$ cat src/verilog/lock_pkg.sv
package lock_pkg;

    typedef logic [3:0]  bcd_t;          // one bcd digit
    typedef logic [11:0] display_t;      // three digits, newest in low nibble
    typedef logic [15:0] keys_t;         // one-hot keypad lines
    typedef logic [1:0]  digit_count_t;  // 0 to 3 digits held
    typedef logic [3:0]  fail_count_t;   // failed attempts

    typedef enum logic [1:0] {
        BUZZ_CLICK = 2'd0,               // short key click
        BUZZ_PASS  = 2'd1,               // long high tone
        BUZZ_FAIL  = 2'd2                // interrupted low tone
    } buzz_kind_t;

    // control keys
    localparam keys_t KEY_ENTER  = 16'h0001;
    localparam keys_t KEY_MASTER = 16'h0100;
    localparam keys_t KEY_CLEAR  = 16'h1000;

    // digit keys, as the keypad matrix is wired
    localparam keys_t KEY_D0 = 16'h0008;
    localparam keys_t KEY_D1 = 16'h0080;
    localparam keys_t KEY_D2 = 16'h0040;
    localparam keys_t KEY_D3 = 16'h0020;
    localparam keys_t KEY_D4 = 16'h0800;
    localparam keys_t KEY_D5 = 16'h0400;
    localparam keys_t KEY_D6 = 16'h0200;
    localparam keys_t KEY_D7 = 16'h8000;
    localparam keys_t KEY_D8 = 16'h4000;
    localparam keys_t KEY_D9 = 16'h2000;

    localparam display_t DISP_BLANK = 12'hFFF;  // all segments dark
    localparam display_t DISP_PASS  = 12'hBCC;  // reads "ASS"
    localparam display_t DISP_LOCK  = 12'h000;  // lockout screen base

endpackage

$ cat src/verilog/key_event_if.sv
interface key_event_if;

    logic           press;      // strobe, new valid key code
    lock_pkg::bcd_t digit;      // digit value, valid with is_digit
    logic           is_digit;
    logic           is_enter;
    logic           is_clear;
    logic           is_master;  // clears everything, even lockout

    modport source (
        output press, digit, is_digit, is_enter, is_clear, is_master
    );

    modport sink (
        input press, digit, is_digit, is_enter, is_clear, is_master
    );

endinterface

$ cat src/verilog/buzzer_pattern.sv
module buzzer_pattern #(
    parameter int CLICK_LEN  = 5,
    parameter int PASS_LEN   = 50,
    parameter int FAIL_LEN   = 45,
    parameter int CLICK_HALF = 1,
    parameter int PASS_HALF  = 1,
    parameter int FAIL_HALF  = 2
) (
    input  logic                 clk,
    input  logic                 rst,
    input  logic                 req,
    input  lock_pkg::buzz_kind_t kind,
    output logic                 buzzer
);

    localparam int LEN_MAX  = (CLICK_LEN > PASS_LEN) ?
                              ((CLICK_LEN > FAIL_LEN) ? CLICK_LEN : FAIL_LEN) :
                              ((PASS_LEN > FAIL_LEN) ? PASS_LEN : FAIL_LEN);
    localparam int HALF_MAX = (CLICK_HALF > PASS_HALF) ?
                              ((CLICK_HALF > FAIL_HALF) ? CLICK_HALF : FAIL_HALF) :
                              ((PASS_HALF > FAIL_HALF) ? PASS_HALF : FAIL_HALF);
    localparam int DW = $clog2(LEN_MAX + 1);
    localparam int HW = $clog2(HALF_MAX + 1);

    // silent middle third of the fail tone
    localparam logic [DW-1:0] MUTE_LO = DW'(FAIL_LEN / 3);
    localparam logic [DW-1:0] MUTE_HI = DW'((2 * FAIL_LEN) / 3);

    lock_pkg::buzz_kind_t kind_q;
    logic                 active;
    logic                 tone;
    logic                 mute;
    logic [DW-1:0]        dur;        // cycles into the pattern
    logic [DW-1:0]        len_last;
    logic [HW-1:0]        half;       // cycles into the half-period
    logic [HW-1:0]        half_last;

    always_comb begin
        case (kind_q)
            lock_pkg::BUZZ_PASS: begin
                len_last  = DW'(PASS_LEN - 1);
                half_last = HW'(PASS_HALF - 1);
            end
            lock_pkg::BUZZ_FAIL: begin
                len_last  = DW'(FAIL_LEN - 1);
                half_last = HW'(FAIL_HALF - 1);
            end
            default: begin
                len_last  = DW'(CLICK_LEN - 1);
                half_last = HW'(CLICK_HALF - 1);
            end
        endcase
    end

    assign mute   = (kind_q == lock_pkg::BUZZ_FAIL) && (dur >= MUTE_LO) && (dur < MUTE_HI);
    assign buzzer = active && tone && !mute;

    always_ff @(posedge clk) begin
        if (rst) begin
            kind_q <= lock_pkg::BUZZ_CLICK;
            active <= 1'b0;
            tone   <= 1'b0;
            dur    <= '0;
            half   <= '0;
        end else if (req) begin
            kind_q <= kind;      // a new request always wins
            active <= 1'b1;
            tone   <= 1'b1;
            dur    <= '0;
            half   <= '0;
        end else if (active) begin
            dur <= dur + 1'b1;
            if (dur == len_last) begin
                active <= 1'b0;  // pattern over, rest low
                tone   <= 1'b0;
            end else if (half == half_last) begin
                half <= '0;
                tone <= ~tone;
            end else begin
                half <= half + 1'b1;
            end
        end
    end

endmodule

$ cat src/verilog/code_entry.sv
module code_entry #(
    parameter lock_pkg::display_t PASSCODE  = 12'h246,
    parameter int                 MAX_TRIES = 4
) (
    input  logic                   clk,
    input  logic                   rst,
    key_event_if.sink              ev,
    input  lock_pkg::bcd_t         sec_tens,
    input  lock_pkg::bcd_t         sec_units,
    input  logic                   lock_done,
    output logic                   lock_run,
    output lock_pkg::display_t     display,
    output lock_pkg::digit_count_t digit_count,
    output lock_pkg::fail_count_t  fail_count,
    output logic                   buzz_req,
    output lock_pkg::buzz_kind_t   buzz_kind
);

    typedef enum logic [1:0] {
        ENTRY,
        PASSED,
        LOCKED
    } state_t;

    localparam lock_pkg::fail_count_t TRIP = lock_pkg::fail_count_t'(MAX_TRIES);

    state_t                state;
    lock_pkg::display_t    digits;     // entered digits, shifted left
    lock_pkg::fail_count_t fail_next;

    assign fail_next = fail_count + 4'd1;
    assign lock_run  = (state == LOCKED);

    always_comb begin
        case (state)
            PASSED:  display = lock_pkg::DISP_PASS;
            LOCKED:  display = {lock_pkg::DISP_LOCK[11:8], sec_tens, sec_units};
            default: display = digits;
        endcase
    end

    always_ff @(posedge clk) begin
        if (rst) begin
            state       <= ENTRY;
            digits      <= lock_pkg::DISP_BLANK;
            digit_count <= '0;
            fail_count  <= '0;
            buzz_req    <= 1'b0;
            buzz_kind   <= lock_pkg::BUZZ_CLICK;
        end else begin
            buzz_req <= 1'b0;
            if (ev.press && ev.is_master) begin
                state       <= ENTRY;
                digits      <= lock_pkg::DISP_BLANK;
                digit_count <= '0;
                fail_count  <= '0;
                buzz_req    <= 1'b1;
                buzz_kind   <= lock_pkg::BUZZ_CLICK;
            end else if (state == LOCKED) begin
                // only the timer can release us here
                if (lock_done) begin
                    state       <= ENTRY;
                    digits      <= lock_pkg::DISP_BLANK;
                    digit_count <= '0;
                    fail_count  <= '0;
                end
            end else if (ev.press && ev.is_clear) begin
                state       <= ENTRY;
                digits      <= lock_pkg::DISP_BLANK;
                digit_count <= '0;
                buzz_req    <= 1'b1;
                buzz_kind   <= lock_pkg::BUZZ_CLICK;
            end else if (state == ENTRY && ev.press) begin
                if (ev.is_digit && digit_count != 2'd3) begin
                    digits      <= {digits[7:0], ev.digit};  // newest in low nibble
                    digit_count <= digit_count + 2'd1;
                    buzz_req    <= 1'b1;
                    buzz_kind   <= lock_pkg::BUZZ_CLICK;
                end else if (ev.is_enter && digit_count == 2'd3) begin
                    buzz_req <= 1'b1;
                    if (digits == PASSCODE) begin
                        state     <= PASSED;
                        buzz_kind <= lock_pkg::BUZZ_PASS;
                    end else begin
                        digits      <= lock_pkg::DISP_BLANK;
                        digit_count <= '0;
                        fail_count  <= fail_next;
                        buzz_kind   <= lock_pkg::BUZZ_FAIL;
                        if (fail_next == TRIP) begin
                            state <= LOCKED;  // trip limit reached
                        end
                    end
                end
            end
        end
    end

endmodule

$ cat src/verilog/key_decoder.sv
module key_decoder (
    input  logic            clk,
    input  logic            rst,
    input  lock_pkg::keys_t keys,
    key_event_if.source     ev
);

    lock_pkg::keys_t keys_q;    // sampled keypad
    lock_pkg::keys_t prev_q;    // code seen one cycle earlier
    lock_pkg::bcd_t  digit;
    logic            is_digit;
    logic            is_enter;
    logic            is_clear;
    logic            is_master;
    logic            valid;

    always_ff @(posedge clk) begin
        if (rst) begin
            keys_q <= '0;
            prev_q <= '0;
        end else begin
            keys_q <= keys;
            prev_q <= keys_q;
        end
    end

    // map the one-hot code to an event, anything else decodes to nothing
    always_comb begin
        digit     = 4'h0;
        is_digit  = 1'b1;
        is_enter  = 1'b0;
        is_clear  = 1'b0;
        is_master = 1'b0;
        case (keys_q)
            lock_pkg::KEY_D0:     digit = 4'd0;
            lock_pkg::KEY_D1:     digit = 4'd1;
            lock_pkg::KEY_D2:     digit = 4'd2;
            lock_pkg::KEY_D3:     digit = 4'd3;
            lock_pkg::KEY_D4:     digit = 4'd4;
            lock_pkg::KEY_D5:     digit = 4'd5;
            lock_pkg::KEY_D6:     digit = 4'd6;
            lock_pkg::KEY_D7:     digit = 4'd7;
            lock_pkg::KEY_D8:     digit = 4'd8;
            lock_pkg::KEY_D9:     digit = 4'd9;
            lock_pkg::KEY_ENTER:  {is_digit, is_enter}  = 2'b01;
            lock_pkg::KEY_CLEAR:  {is_digit, is_clear}  = 2'b01;
            lock_pkg::KEY_MASTER: {is_digit, is_master} = 2'b01;
            default:              is_digit = 1'b0;   // idle or several keys
        endcase
    end

    assign valid = is_digit | is_enter | is_clear | is_master;

    assign ev.press     = valid && (keys_q != prev_q);  // once per new code
    assign ev.digit     = digit;
    assign ev.is_digit  = is_digit;
    assign ev.is_enter  = is_enter;
    assign ev.is_clear  = is_clear;
    assign ev.is_master = is_master;

endmodule

$ cat src/verilog/keypad_lock_top.sv
module keypad_lock_top #(
    parameter lock_pkg::display_t PASSCODE      = 12'h246,
    parameter int                 MAX_TRIES     = 4,
    parameter int                 TICKS_PER_SEC = 50,
    parameter int                 CLICK_LEN     = 5,
    parameter int                 PASS_LEN      = 50,
    parameter int                 FAIL_LEN      = 45,
    parameter int                 CLICK_HALF    = 1,
    parameter int                 PASS_HALF     = 1,
    parameter int                 FAIL_HALF     = 2
) (
    input  logic                   clk,
    input  logic                   rst,
    input  lock_pkg::keys_t        keys,
    output lock_pkg::display_t     display,
    output lock_pkg::digit_count_t digit_count,
    output lock_pkg::fail_count_t  fail_count,
    output logic                   locked,
    output logic                   buzzer
);

    lock_pkg::bcd_t       sec_tens;
    lock_pkg::bcd_t       sec_units;
    logic                 lock_run;
    logic                 lock_done;
    logic                 buzz_req;
    lock_pkg::buzz_kind_t buzz_kind;

    key_event_if key_ev ();   // decoded key events

    key_decoder key_decoder_i (
        .clk  (clk),
        .rst  (rst),
        .keys (keys),
        .ev   (key_ev)
    );

    code_entry #(
        .PASSCODE  (PASSCODE),
        .MAX_TRIES (MAX_TRIES)
    ) code_entry_i (
        .clk         (clk),
        .rst         (rst),
        .ev          (key_ev),
        .sec_tens    (sec_tens),
        .sec_units   (sec_units),
        .lock_done   (lock_done),
        .lock_run    (lock_run),
        .display     (display),
        .digit_count (digit_count),
        .fail_count  (fail_count),
        .buzz_req    (buzz_req),
        .buzz_kind   (buzz_kind)
    );

    lockout_timer #(
        .TICKS_PER_SEC (TICKS_PER_SEC)
    ) lockout_timer_i (
        .clk       (clk),
        .rst       (rst),
        .run       (lock_run),
        .sec_tens  (sec_tens),
        .sec_units (sec_units),
        .done      (lock_done)
    );

    buzzer_pattern #(
        .CLICK_LEN  (CLICK_LEN),
        .PASS_LEN   (PASS_LEN),
        .FAIL_LEN   (FAIL_LEN),
        .CLICK_HALF (CLICK_HALF),
        .PASS_HALF  (PASS_HALF),
        .FAIL_HALF  (FAIL_HALF)
    ) buzzer_pattern_i (
        .clk    (clk),
        .rst    (rst),
        .req    (buzz_req),
        .kind   (buzz_kind),
        .buzzer (buzzer)
    );

    assign locked = lock_run;  // lockout runs exactly while locked

endmodule

$ cat src/verilog/lockout_timer.sv
module lockout_timer #(
    parameter int TICKS_PER_SEC = 50
) (
    input  logic           clk,
    input  logic           rst,
    input  logic           run,
    output lock_pkg::bcd_t sec_tens,
    output lock_pkg::bcd_t sec_units,
    output logic           done
);

    localparam int PW = (TICKS_PER_SEC > 1) ? $clog2(TICKS_PER_SEC) : 1;
    localparam logic [PW-1:0] LAST_TICK = PW'(TICKS_PER_SEC - 1);

    logic [PW-1:0] prescale;   // cycles within the current second
    logic          tick;       // last cycle of a second

    assign tick = (prescale == LAST_TICK);

    // end of the second that showed 59
    assign done = run && tick && (sec_tens == 4'd5) && (sec_units == 4'd9);

    always_ff @(posedge clk) begin
        if (rst || !run) begin
            prescale  <= '0;
            sec_tens  <= 4'd0;
            sec_units <= 4'd0;
        end else if (tick) begin
            prescale <= '0;
            if (sec_units == 4'd9) begin
                sec_units <= 4'd0;
                sec_tens  <= (sec_tens == 4'd5) ? 4'd0 : sec_tens + 4'd1;  // wrap at 59
            end else begin
                sec_units <= sec_units + 4'd1;
            end
        end else begin
            prescale <= prescale + 1'b1;
        end
    end

endmodule
$ cat config.mk
export PLATFORM = sky130hd
export DESIGN_NAME = keypad_lock_top
export DESIGN_NICKNAME = d
export VERILOG_FILES = /design/src/verilog/lock_pkg.sv /design/src/verilog/key_event_if.sv /design/src/verilog/buzzer_pattern.sv /design/src/verilog/code_entry.sv /design/src/verilog/key_decoder.sv /design/src/verilog/keypad_lock_top.sv /design/src/verilog/lockout_timer.sv
export SDC_FILE = /design/constraint.sdc
export NUM_CORES = 1
export LEC_CHECK = 0
export BUFFER_PORTS_ARGS = -buffer_cell sky130_fd_sc_hd__buf_2
export CAP_MARGIN = 0
export CORE_MARGIN = 3
export CORE_UTILIZATION = 50
export CTS_CLUSTER_SIZE = 14
export DETAILED_ROUTE_END_ITERATION = 7
export PLACE_DENSITY = 0.73
export SLEW_MARGIN = 20
export SYNTH_ARGS = -nofsm -noshare
export SYNTH_HDL_FRONTEND = slang
export SYNTH_SLANG_ARGS = --single-unit
$ cat constraint.sdc
create_clock -name clk -period 3.3 [get_ports clk]
set_input_delay 0.66 -clock clk [delete_from_list [all_inputs] [get_ports clk]]
set_output_delay 0.66 -clock clk [all_outputs]
set_load 0.01 [all_outputs]
Word-level counts from Yosys, hierarchy flattened
Cells that the tools add are included.

Register bits after elaboration: 81. Output and inout port bits: 20.

Eq/ne operators: 33. Reduce and logical (&&, ||, !) cells: 38. $lt $le $gt $ge: 2. $add $sub $neg: 7. Bitwise logic cells: 6. Multiplexer cells: 57.

Operators by type and width (number): 12-bit 2-to-1 mux (7); 2-bit 2-to-1 mux (20); 4-bit 2-to-1 mux (9); 4-bit case mux with 9 select lines (1); 12-bit case mux with 2 select lines (1); 1-bit 2-to-1 mux (18); 16-bit by 1-bit equality test with 1-bit output, second input constant (1); 16-bit by 10-bit equality test with 1-bit output, second input constant (1); 16-bit by 11-bit equality test with 1-bit output, second input constant (1); 16-bit by 12-bit equality test with 1-bit output, second input constant (1); 16-bit by 13-bit equality test with 1-bit output, second input constant (1); 16-bit by 14-bit equality test with 1-bit output, second input constant (1); 16-bit by 15-bit equality test with 1-bit output, second input constant (1); 16-bit equality test, second input constant (1); 16-bit by 4-bit equality test with 1-bit output, second input constant (1); 16-bit by 6-bit equality test with 1-bit output, second input constant (1); 16-bit by 7-bit equality test with 1-bit output, second input constant (1); 16-bit by 8-bit equality test with 1-bit output, second input constant (1); 16-bit by 9-bit equality test with 1-bit output, second input constant (1); 16-bit != test (1); 1-bit logical AND (13); 4-bit by 1-bit adder with 4-bit output, second input constant (3); 6-bit by 1-bit adder with 6-bit output, second input constant (2); 12-bit by 10-bit equality test with 1-bit output, second input constant (1); other kinds (30) (54).

Logic depth before layout (Yosys ltp)
Gate-level depths: netlist of run 1.

Depth in word-level cells: 12. Mapped depth: 10. Mapped depth without buffers: 9.

By module
A second synthesis of run 1 with hierarchy kept.

Cells, all modules: 447. Area total of the unflattened synthesis: 4036.4 um^2.

Modules (own cells, without submodules): key_decoder (cells an instance 149, area each 1428.9 um^2, sequential area each 640.6 um^2, times used 1); code_entry (cells an instance 149, area each 1281.2 um^2, sequential area each 460.4 um^2, times used 1); lockout_timer (cells an instance 79, area each 710.7 um^2, sequential area each 280.3 um^2, times used 1); buzzer_pattern (cells an instance 70, area each 615.6 um^2, sequential area each 240.2 um^2, times used 1).

Worst setup path before layout of run 1
Ideal clock, no wire load.

Kind: reg2reg. Start: register key_decoder_i.keys_q[10]. End: register code_entry_i.digits[0]. Path slack: 0.492 ns. Buffers on the path: 2. Arrival: 2.692 ns. Required time: 3.183 ns. Setup time: 0.117 ns. Stages on the path, launching flop included: 9. Path through: dfxtp_1 > buf_6 > or4_4 > or4_4 > or3_4 > a41o_1 > or3_1 > buf_6 > o22a_1.

Cells in the longest elaborated chain, start to end: 10.

RTL lines: start: declaration (RTL line key_decoder.sv:8) `lock_pkg::keys_t keys_q;`; start signal: assignment (RTL line key_decoder.sv:22) `keys_q <= keys;`; 16-bit by 4-bit equality test with 1-bit output, or another cell as far along (RTL line key_decoder.sv:34) `case (keys_q)`; 10-bit OR reduction (no source line); 1-bit 2-to-1 mux (RTL line key_decoder.sv:34); 1-bit OR (3 in series) (RTL line key_decoder.sv:52) `assign valid = is_digit | is_enter | is_clear | is_master;`; 1-bit logical AND (RTL line key_decoder.sv:54) `assign ev.press = valid && (keys_q != prev_q);`; 1-bit logical AND (on tied branches) (RTL line code_entry.sv:67, code_entry.sv:73); 4-bit by 1-bit != test with 1-bit output (no source line), or another cell as far along; 4-bit AND reduction (no source line) or 12-bit 2-to-1 mux (tied branches); end signal: assignment (RTL line code_entry.sv:63) `digits <= lock_pkg::DISP_BLANK;`; end signal: assignment (RTL line code_entry.sv:69) `digits <= lock_pkg::DISP_BLANK;`; end signal: assignment (RTL line code_entry.sv:75) `digits <= {digits[7:0], ev.digit};`; end: declaration (RTL line code_entry.sv:28) `lock_pkg::display_t digits;`.

Parallel ways exist; a longest one is shown, timed or not. The select of a mux whose other input is x is not followed. A chain may end at the register's enable or synchronous reset.

Final worst setup path of run 1
Start: register key_decoder_i.keys_q[9]. End: register code_entry_i.digits[9].

The elaborated chain is that of the path after synthesis.

==> results of run 1 <==
per-layer routing:
metal / vias up / share of wire (%) / global-route usage (%)
met5: - / 0 / 0
met3: 12 / 4.1 / 5.45
met4: 0 / 2.1 / 6.86
li1: 1599 / - / -
met2: 60 / 45 / 29.1
met1: 1481 / 49 / 26.2
layout by cell type, fill, tap and decap left out, types with 4 or more instances in the layout:
cell type,synthesis,layout
dfxtp_1,81,81
nor2_1,46,46
nor2b_1,37,37
buf_2,2,37
xor2_1,30,30
inv_1,21,21
o21ai_0,20,20
nand2_1,19,19
a21oi_1,19,19
nand3_1,16,16
nor3_1,12,12
ha_1,12,12
xnor2_1,11,11
nor4_1,11,11
clkbuf_8,0,11
mux2i_1,10,10
nand4_1,9,9
o22a_1,6,6
a2bb2oi_1,6,6
and3_1,5,5
or3_1,5,5
buf_4,0,5
nor3b_1,4,4
nand2b_1,4,4
where the power goes:
group / switching (W) / internal, W / total [W]
logic: 0.0000633 / 0.0000582 / 0.000122
clock network: 0.000354 / 0.000465 / 0.000818
registers: 0.0000287 / 0.00100 / 0.00103
total: 0.000446 / 0.00152 / 0.00197
worst min-delay path by stage:
stage                                                       from                                     end  cells after the start
after CTS                 lockout_timer_i.prescale[0]$_SDFF_PP0_  lockout_timer_i.prescale[0]$_SDFF_PP0_                      1
after detailed placement  lockout_timer_i.prescale[0]$_SDFF_PP0_  lockout_timer_i.prescale[0]$_SDFF_PP0_                      1
after floorplan           lockout_timer_i.prescale[0]$_SDFF_PP0_  lockout_timer_i.prescale[0]$_SDFF_PP0_                      1
after global placement    lockout_timer_i.prescale[0]$_SDFF_PP0_  lockout_timer_i.prescale[0]$_SDFF_PP0_                      1
after global routing                                    keys[12]     key_decoder_i.keys_q[12]$_SDFF_PP0_                      2
final                     lockout_timer_i.prescale[0]$_SDFF_PP0_  lockout_timer_i.prescale[0]$_SDFF_PP0_                      1
registers in the layout (all words and copies together) (netlist names), 2 cells and up:
name / count
key_decoder_i.keys_q: 16
key_decoder_i.prev_q: 16
code_entry_i.digits: 12
buzzer_pattern_i.dur: 6
lockout_timer_i.prescale: 6
code_entry_i.fail_count: 4
lockout_timer_i.sec_tens: 4
lockout_timer_i.sec_units: 4
buzzer_pattern_i.half: 2
buzzer_pattern_i.kind_q: 2
code_entry_i.buzz_kind: 2
code_entry_i.digit_count: 2
code_entry_i.state: 2
stage by stage:
stage	instances	worst slack (ps)
6_report	580	290
5_1_grt	580	104
4_1_cts	580	282
3_5_place_dp	564	322
3_3_place_gp	564	401
2_1_floorplan	442	492
cell type report:
cell class	instances	area, µm²
clock buffer	11	151
clock inverter	5	77.6
fill	665	3040
inverter	21	78.8
multi-input combinational	321	2100
sequential	81	1620
tap	99	124
timing repair buffer	42	223
critical path, delay by kind of cell (launching register included):
family          cells  cell delay (ps)
simple gates        3             1540
flops               1              380
compound gates      4              810
buf+inv             1              220
cell families (layout without fill, tap and decap cells):
logic type      Yosys count  after routing  synth area share, %
simple gates            186            186                 25.9
flops                    81             81                 41.7
compound gates           72             72                 12.3
xor+xnor                 41             41                 9.23
buf+inv                  40             79                 4.50
fa+ha+maj                12             12                 3.86
mux                      10             10                 2.57
==> impl_metrics.csv, run 1 <==
group,metric,value,unit
routing,drt_iter0_markers,201,
finish,area_delta_synth_final,12.3,%
floorplan,die_area,0.00888,mm²
global_routing,grt_pass1_wl,13.6,mm
yosys,post-synth-top-count-cell,"dfxtp_1",
global_routing,grt_pass1_vias,2939,
min_path,min_path_type,"register to register",
sta,hold_violations,0,
worst_setup_path,cp.required,3590,ps
sta,hold_ws,466,ps
sta,max_freq,332,MHz
yosys,syn_area,0.00389,mm²
global_routing,grt_max_degree,42,
worst_setup_path,reg2reg_depth,8,
power,ir_worst_vdd,0.000352,V
power,p_total,0.00197,W
yosys,ys_seq_area_share,41.7,%
clocking,cts-htree-levels,3,
clocking,cts_resized,0,
worst_setup_path,rr_startpoint,"key_decoder_i.keys_q[9]$_SDFF_PP0_",
sta,setup-violations-final,0,
finish,final_cell_area,0.00437,mm²
worst_setup_path,crit_slowest_cell,"or4_4",
yosys,yosys_warnings,0,
finish,drive_above_1_share,13.5,%
sta,tightest_slew,683,ps
clocking,insertion_delay,360,ps
routing,wire_per_inst,13.5,µm
finish,fin_nets,506,
worst_setup_path,cpMostUsedCell,"or4_4",
placement,dp_hpwl,5.69,mm
floorplan,ios,38,
floorplan,core_area,0.00741,mm²
routing,wirelength,7.85,mm
yosys,ys_async_sr_fraction,0,%
sta,period_minus_slack,3010,ps
yosys,synth-edff-count,0,
global_routing,antenna_found_initial,0,
worst_setup_path,crit_path_max_fanout,8,
power,leakagePower,1.79,nW
routing,drt-pass1-iter-count,4,
worst_setup_path,max_stage_delay,590,ps
yosys,ys.flop_type,"dfxtp_1",
clocking,path_clk_slew,80,ps
worst_setup_path,cp-start-kind,"register",
placement,globalplace.congestion,0.926,
routing,via_per_inst,5.43,
run_status,outcome,"complete, no violations",
floorplan,start_util,52.5,%
floorplan,chipWidth,94.2,µm
global_routing,grt_usage,19.3,%
worst_setup_path,cp-endpoint,"code_entry_i.digits[9]$_SDFFE_PP1P_",
sta,rsz0062_at_grt,"false",
clocking,cts_setup_buffers,0,
worst_setup_path,cp_cell_sequence,"or4_4 > or4_4 > or3_4 > a41oi_1 > a21oi_1 > o21ai_2 > buf_4 > a2bb2oi_1",
floorplan,fp-row-count,31,
clocking,cts.hold.buffers_added,0,
finish,postLayoutCoreUtil,59.0,%
yosys,synth_area_leaders,"dfxtp_1, xor2_1, nor2b_1",
clocking,clk_path_buf_depth,2,
worst_setup_path,startpoint,"key_decoder_i.keys_q[9]$_SDFF_PP0_",
yosys,yosys-top-cells-count,"dfxtp_1, nor2_1, nor2b_1, xor2_1, inv_1",
yosys,ys_ff_latch,81,
sta,min_period_over_period,91.2,%
yosys,synth_cell_types,50,
routing,drtAntennaViolNets,0,
clocking,cts_buffers,9,
power,powerDensity,450,mW/mm²
global_routing,gr-total-overflow,0,
yosys,synthCells,442,
floorplan,die_height,94.2,µm
clocking,cts_tree,"done",
routing,via_count,3152,
sta,tns,0,ps
sta,slew_headroom,54.5,%
flow_run,maxCapViolCount,0,
yosys,syn_nets,472,
placement,io_buffers,37,
clocking,cts.sinks,81,
finish,antenna_cells,0,
worst_setup_path,r2r_slack,290,ps
yosys,synth.avg_cell_area,8.81,µm²
worst_setup_path,r2r-end,"code_entry_i.digits[9]$_SDFFE_PP1P_",
worst_setup_path,path_class,"register to register",
worst_setup_path,crit_arrival,3300,ps
sta,finClkSkew,10.9,ps
yosys,yosys.area.top_type,"dfxtp_1",
routing,drc,0,
worst_setup_path,end_kind,"register",
placement,place_area,0.00414,mm²
sta,drv_slew,0,
clocking,clockRootBuffer,"clkbuf_8",
yosys,synth_top_cell_area_share,41.7,%
(Power assumes the default switching activity.)
==> run 2: changes to the inputs <==
--- a/config.mk
+++ b/config.mk
@@ -9,9 +9,11 @@
 export CAP_MARGIN = 0
 export CORE_MARGIN = 3
 export CORE_UTILIZATION = 50
+export CTS_BUF_LIST = sky130_fd_sc_hd__clkbuf_16
 export CTS_CLUSTER_SIZE = 14
 export DETAILED_ROUTE_END_ITERATION = 7
 export PLACE_DENSITY = 0.73
+export REMOVE_ABC_BUFFERS = 1
 export SLEW_MARGIN = 20
 export SYNTH_ARGS = -nofsm -noshare
 export SYNTH_HDL_FRONTEND = slang
==> run 2 against run 1 <==
  * Register-to-register slack improved by 50 ps
  * Utilization increased by 1.0 points
  * Critical path type unchanged
  * Die area is the same
  * Worst hold slack worse by 5.0 ps
  * Critical endpoint is now code_entry_i.digits[11]$_SDFFE_PP1P_
  * First-iteration DRC count down 14%
  * Sequential power is essentially flat
  * Total power grew 10%
  * Setup slack better by 47 ps
  * Clock skew down 5.3 ps
  * Cell count stayed put
  * Largest power group unchanged
==> impl_metrics.csv, run 2 (same netlist as run 1, synthesis figures left out) <==
group,metric,value,unit
sta,finClkSkew,5.65,ps
global_routing,grt_pass1_wl,13.1,mm
worst_setup_path,cpMostUsedCell,"or4_4",
clocking,path_clk_slew,60,ps
worst_setup_path,crit_slowest_cell,"or4_4",
placement,dp_hpwl,5.74,mm
worst_setup_path,end_kind,"register",
worst_setup_path,crit_arrival,3180,ps
clocking,cts_buffers,9,
sta,max_freq,338,MHz
routing,wire_per_inst,13.5,µm
sta,drv_slew,0,
finish,reg.largest.list,"key_decoder_i.keys_q: 16 flops, key_decoder_i.prev_q: 16 flops, code_entry_i.digits: 12 flops",
run_status,outcome,"complete, no violations",
clocking,cts_resized,0,
finish,drive_above_1_share,12.5,%
power,p_total,0.00217,W
global_routing,grt_pass1_vias,2886,
sta,min_period_over_period,89.8,%
routing,top_layer_used,"met4",
routing,via_count,3157,
worst_setup_path,cp-start-kind,"register",
sta,hold_ws,461,ps
flow_run,maxCapViolCount,0,
sta,slew_headroom,58.7,%
finish,area_delta_synth_final,14.2,%
sta,hold_violations,0,
global_routing,antenna_found_initial,0,
clocking,clockRootBuffer,"clkbuf_16",
routing,drtAntennaViolNets,0,
finish,postLayoutCoreUtil,60.0,%
floorplan,die_area,0.00888,mm²
placement,io_buffers,37,
placement,globalplace.congestion,0.945,
finish,layout_common_cells,"dfxtp_1, nor2_1, nor2b_1, buf_2, xor2_1",
power,leakagePower,1.83,nW
min_path,min_path_type,"register to register",
clocking,cts_tree,"done",
floorplan,die_height,94.2,µm
global_routing,gr-total-overflow,0,
worst_setup_path,cp.required,3510,ps
worst_setup_path,max_stage_delay,580,ps
floorplan,start_util,52.5,%
clocking,cts_setup_buffers,0,
routing,drc,0,
clocking,cts-htree-levels,3,
clocking,cts.sinks,81,
sta,setup-violations-final,0,
clocking,clk_path_buf_depth,2,
sta,tns,0,ps
routing,wl_met2,3.74,mm
finish,fin_nets,506,
worst_setup_path,r2r_slack,340,ps
global_routing,grt_usage,18.7,%
routing,drt-met1-wl,3.71,mm
sta,tightest_slew,614,ps
clocking,cts.hold.buffers_added,0,
routing,wirelength,7.82,mm
worst_setup_path,cp_cell_sequence,"or4_4 > or4_4 > or3_4 > a41o_1 > or3_1 > o22a_1",
power,ir_worst_vdd,0.000364,V
routing,drt_iter0_markers,172,
power,powerDensity,487,mW/mm²
finish,layout_commonest_cell,"dfxtp_1",
floorplan,fp-row-count,31,
finish,antenna_cells,0,
worst_setup_path,crit_path_max_fanout,10,
global_routing,grt_max_degree,40,
floorplan,core_area,0.00741,mm²
finish,fillers,656,
sta,period_minus_slack,2960,ps
worst_setup_path,path_class,"register to register",
floorplan,chipWidth,94.2,µm
routing,dr_wl_met3,312,µm
routing,via_per_inst,5.44,
floorplan,ios,38,
clocking,insertion_delay,330,ps
sta,rsz0062_at_grt,"false",
routing,drt-pass1-iter-count,4,
run 2: changes by cell type in the layout (fill, tap and decap cells not counted):
cell,delta
clkinvlp_4,-1
inv_1,+3
clkinv_1,+2
clkbuf_16,+9
clkbuf_8,-11
clkinv_2,-2
run 2: path summary, 6_finish.rpt:
path / from / to / cells after the start
max: key_decoder_i.keys_q[10]$_SDFF_PP0_ / code_entry_i.digits[11]$_SDFFE_PP1P_ / 6
min reg2reg: code_entry_i.buzz_kind[0]$_SDFFE_PP0P_ / code_entry_i.buzz_kind[0]$_SDFFE_PP0P_ / 2
min: code_entry_i.buzz_kind[0]$_SDFFE_PP0P_ / code_entry_i.buzz_kind[0]$_SDFFE_PP0P_ / 2
max reg2reg: key_decoder_i.keys_q[10]$_SDFF_PP0_ / code_entry_i.digits[11]$_SDFFE_PP1P_ / 6
run 2: area by class of cell:
class                           instances  area (µm²)  share of cell area (%)
Tap cell                               99         124                    2.79
Timing Repair Buffer                   42         223                    5.01
Clock inverter                          7        78.8                    1.77
Clock buffer                            9         225                    5.06
Inverter                               21        78.8                    1.77
Sequential cell                        81        1620                    36.5
Multi-Input combinational cell        321        2100                    47.1
run 2: through the flow:
step	setup slack, ps	cells	area (µm²)
2_1_floorplan	526	423	3800
3_3_place_gp	415	564	4140
3_5_place_dp	351	564	4140
4_1_cts	332	580	4450
5_1_grt	234	580	4450
6_report	338	580	4450
run 2: critical path, delay by kind of cell (launching register included):
family | cells | cell delay, ps
and+or+nand+nor | 4 | 2020
AOI/OAI and AO/OA | 2 | 430
DFF | 1 | 390
run 2: layer usage:
metal  track usage, %  vias to the layer above
met5                0                        -
met4             6.38                        0
met3             4.41                        5
met2             30.1                       54
met1             24.4                     1483
li1                 -                     1615
run 2: where the power goes:
group / leakage (nW) / switching [W] / internal, W
logic: 1.01 / 0.0000627 / 0.0000582
clock network: 0.158 / 0.000365 / 0.000649
registers: 0.660 / 0.0000299 / 0.00100
total: 1.83 / 0.000458 / 0.00171
==> run 3: changes to the inputs <==
--- a/config.mk
+++ b/config.mk
@@ -5,6 +5,7 @@
 export SDC_FILE = /design/constraint.sdc
 export NUM_CORES = 1
 export LEC_CHECK = 0
+export ABC_AREA = 1
 export BUFFER_PORTS_ARGS = -buffer_cell sky130_fd_sc_hd__buf_2
 export CAP_MARGIN = 0
 export CORE_MARGIN = 3
==> run 3 against run 2 <==
  * Total power up 3.4%
  * Cell count grew 31%
  * Flip-flop and latch count did not move
  * First-iteration DRC count is 33% higher
  * Register-to-register slack better by 710 ps
  * Synthesized cell count increased by 40%
  * Global-route usage rose by 0.27 points
  * Via count grew 23%
  * Synthesized area grew 11%
  * Fmax increased by 16%
  * Setup slack improved by 400 ps
  * Clock power rose by 8%
  * Largest cell class unchanged
  * Highest routed layer unchanged
==> impl_metrics.csv, run 3 <==
group,metric,value,unit
yosys,synth_area_leaders,"dfxtp_1, nand2_1, inv_1",
global_routing,grt_pass1_vias,3702,
clocking,cts_setup_buffers,0,
floorplan,core_area,0.00830,mm²
clocking,insertion_delay,330,ps
yosys,post-synth-top-count-cell,"nand2_1",
sta,rsz0062_at_grt,"false",
sta,tightest_slew,655,ps
finish,reg.largest.list,"key_decoder_i.keys_q: 16 flops, key_decoder_i.prev_q: 16 flops, code_entry_i.digits: 12 flops",
yosys,synth_fa_ha_area_share,3.47,%
yosys,synth-edff-count,0,
routing,wirelength,8.87,mm
floorplan,die_height,99.1,µm
yosys,synth-simple-area-share,36.4,%
sta,period_minus_slack,2560,ps
global_routing,grt_usage,18.9,%
worst_setup_path,cp-start-kind,"register",
clocking,clockRootBuffer,"clkbuf_16",
clocking,cts-htree-levels,3,
worst_setup_path,crit_buf_inv,2,
flow_run,maxCapViolCount,0,
global_routing,grt_pass1_wl,15.6,mm
finish,fillers,752,
routing,wire_per_inst,11.6,µm
clocking,cts.hold.buffers_added,0,
finish,antenna_cells,0,
sta,finClkSkew,6.20,ps
finish,layout_common_cells,"nand2_1, inv_1, nor2_1",
sta,max_freq,390,MHz
clocking,cts_resized,0,
sta,setup-violations-final,0,
power,powerDensity,457,mW/mm²
worst_setup_path,path_class,"register to primary output",
placement,place_area,0.00458,mm²
yosys,synth.avg_cell_area,7.00,µm²
floorplan,die_area,0.00982,mm²
worst_setup_path,cp_top_family,"adder cells",
finish,final_cell_area,0.00490,mm²
routing,drt-pass1-iter-count,4,
finish,drive_above_1_share,15.5,%
finish,postLayoutCoreUtil,59.1,%
sta,drv_slew,0,
yosys,synthXorXnorAreaFrac,2.43,%
placement,dp_hpwl,6.63,mm
worst_setup_path,cp.required,2640,ps
yosys,yosys.area.top_type,"dfxtp_1",
worst_setup_path,crit_path_max_fanout,14,
sta,min_period_over_period,77.6,%
yosys,syn_area,0.00433,mm²
routing,via_count,3882,
floorplan,chipWidth,99.1,µm
yosys,ys_async_sr_fraction,0,%
floorplan,start_util,52.2,%
yosys,synth_top_cell_area_share,37.4,%
worst_setup_path,crit_arrival,1900,ps
clocking,cts_buffers,9,
floorplan,fp-row-count,33,
worst_setup_path,crit_slowest_cell,"ha_1",
finish,area_delta_synth_final,13.2,%
yosys,yosys-mux-area-fraction,0,%
yosys,yosys_warnings,0,
yosys,synth_compound_area_share,8.92,%
global_routing,gr-total-overflow,0,
global_routing,grt_max_degree,39,
sta,hold_violations,0,
yosys,ys_ff_latch,81,
routing,drc,0,
worst_setup_path,end_kind,"primary output",
yosys,ys.flop_type,"dfxtp_1",
yosys,yosys-top-cells-count,"nand2_1, inv_1, nor2_1, dfxtp_1, nand3_1",
sta,slew_headroom,56.3,%
yosys,synthCells,619,
power,leakagePower,2.23,nW
floorplan,ios,38,
clocking,clk_path_buf_depth,2,
clocking,cts_tree,"done",
sta,hold_ws,473,ps
finish,fin_nets,683,
routing,via_per_inst,5.09,
worst_setup_path,cp_cell_sequence,"inv_1 > ha_1 > nand2_1 > o221ai_1 > buf_2",
run_status,outcome,"complete, no violations",
power,p_total,0.00224,W
yosys,synth_cell_types,46,
worst_setup_path,max_stage_delay,510,ps
routing,drt_iter0_markers,229,
finish,layout_commonest_cell,"nand2_1",
clocking,path_clk_slew,50,ps
routing,drtAntennaViolNets,0,
sta,tns,0,ps
min_path,min_path_type,"register to register",
placement,globalplace.congestion,0.901,
yosys,synth_top_family_by_area,"simple AND/OR/NAND/NOR gates",
yosys,ys_seq_area_share,37.4,%
global_routing,antenna_found_initial,0,
clocking,cts.sinks,81,
placement,io_buffers,37,
power,ir_worst_vdd,0.000260,V
run 3: cell types whose count changed in the layout (fill, tap and decap cells not counted), moves of 10 or more:
cell | before | now
nor2b_1 | 37 | 0
nand3_2 | 0 | 12
xor2_1 | 30 | 6
mux2i_1 | 10 | 0
nand2_1 | 19 | 123
nand4_1 | 9 | 20
nand2_2 | 0 | 15
inv_1 | 24 | 104
nor2_1 | 46 | 95
nand3_1 | 16 | 28
run 3: kinds of logic (layout without fill, tap and decap cells):
group                    after synthesis  count (layout)
flip-flops                            81              81
adder cells (fa/ha/maj)               12              12
buffers and inverters                124             162
XOR/XNOR                              12              12
AO/OA/AOI/OAI                         61              61
AND/OR/NAND/NOR                      329             329
run 3: final timing paths:
path                            slack (ps)                                      to                                   start  cells after the start
worst max-delay path                   740                              display[6]      code_entry_i.state[0]$_SDFFE_PP0P_                      5
worst min-delay path                   470  code_entry_i.buzz_kind[1]$_SDFFE_PP0P_  code_entry_i.buzz_kind[1]$_SDFFE_PP0P_                      2
worst max register to register        1050     code_entry_i.digits[7]$_SDFFE_PP1P_     key_decoder_i.keys_q[10]$_SDFF_PP0_                     12
worst min register to register         470  code_entry_i.buzz_kind[1]$_SDFFE_PP0P_  code_entry_i.buzz_kind[1]$_SDFFE_PP0P_                      2
run 3: metrics by stage:
| stage | setup WS, ps | std cells |
|---|---|---|
| 2_1_floorplan | 1160 | 604 |
| 3_3_place_gp | 1150 | 747 |
| 3_5_place_dp | 1070 | 747 |
| 4_1_cts | 724 | 762 |
| 5_1_grt | 542 | 762 |
| 6_report | 739 | 762 |
run 3: area by class of cell:
type | count | area [µm²] | share of cell area (%)
multi-input cells | 414 | 2220 | 45.3
well taps | 105 | 131 | 2.68
flip-flops and latches | 81 | 1620 | 33.1
clock inverters | 6 | 101 | 2.07
inverters | 109 | 412 | 8.39
repair buffers | 38 | 193 | 3.93
clock buffers | 9 | 225 | 4.59
run 3: power breakdown:
group	switching, W	internal (W)
combinational	0.0000881	0.0000456
clock	0.000366	0.000726
sequential	0.0000165	0.000998
run 3: worst reg2reg max path, delay by kind of cell (launching register included):
family          cells  cell delay [ps]
compound gates      2              590
buf+inv             2              110
flops               1              350
simple gates        8             1100
run 3: metal layers:
layer | track usage [%] | vias up | share of wire (%)
met4 | 6.83 | 0 | 1.5
met1 | 22.8 | 1784 | 46
met3 | 4.07 | 14 | 3.8
met5 | 0 | - | 0
met2 | 33.2 | 70 | 49
li1 | - | 2014 | -
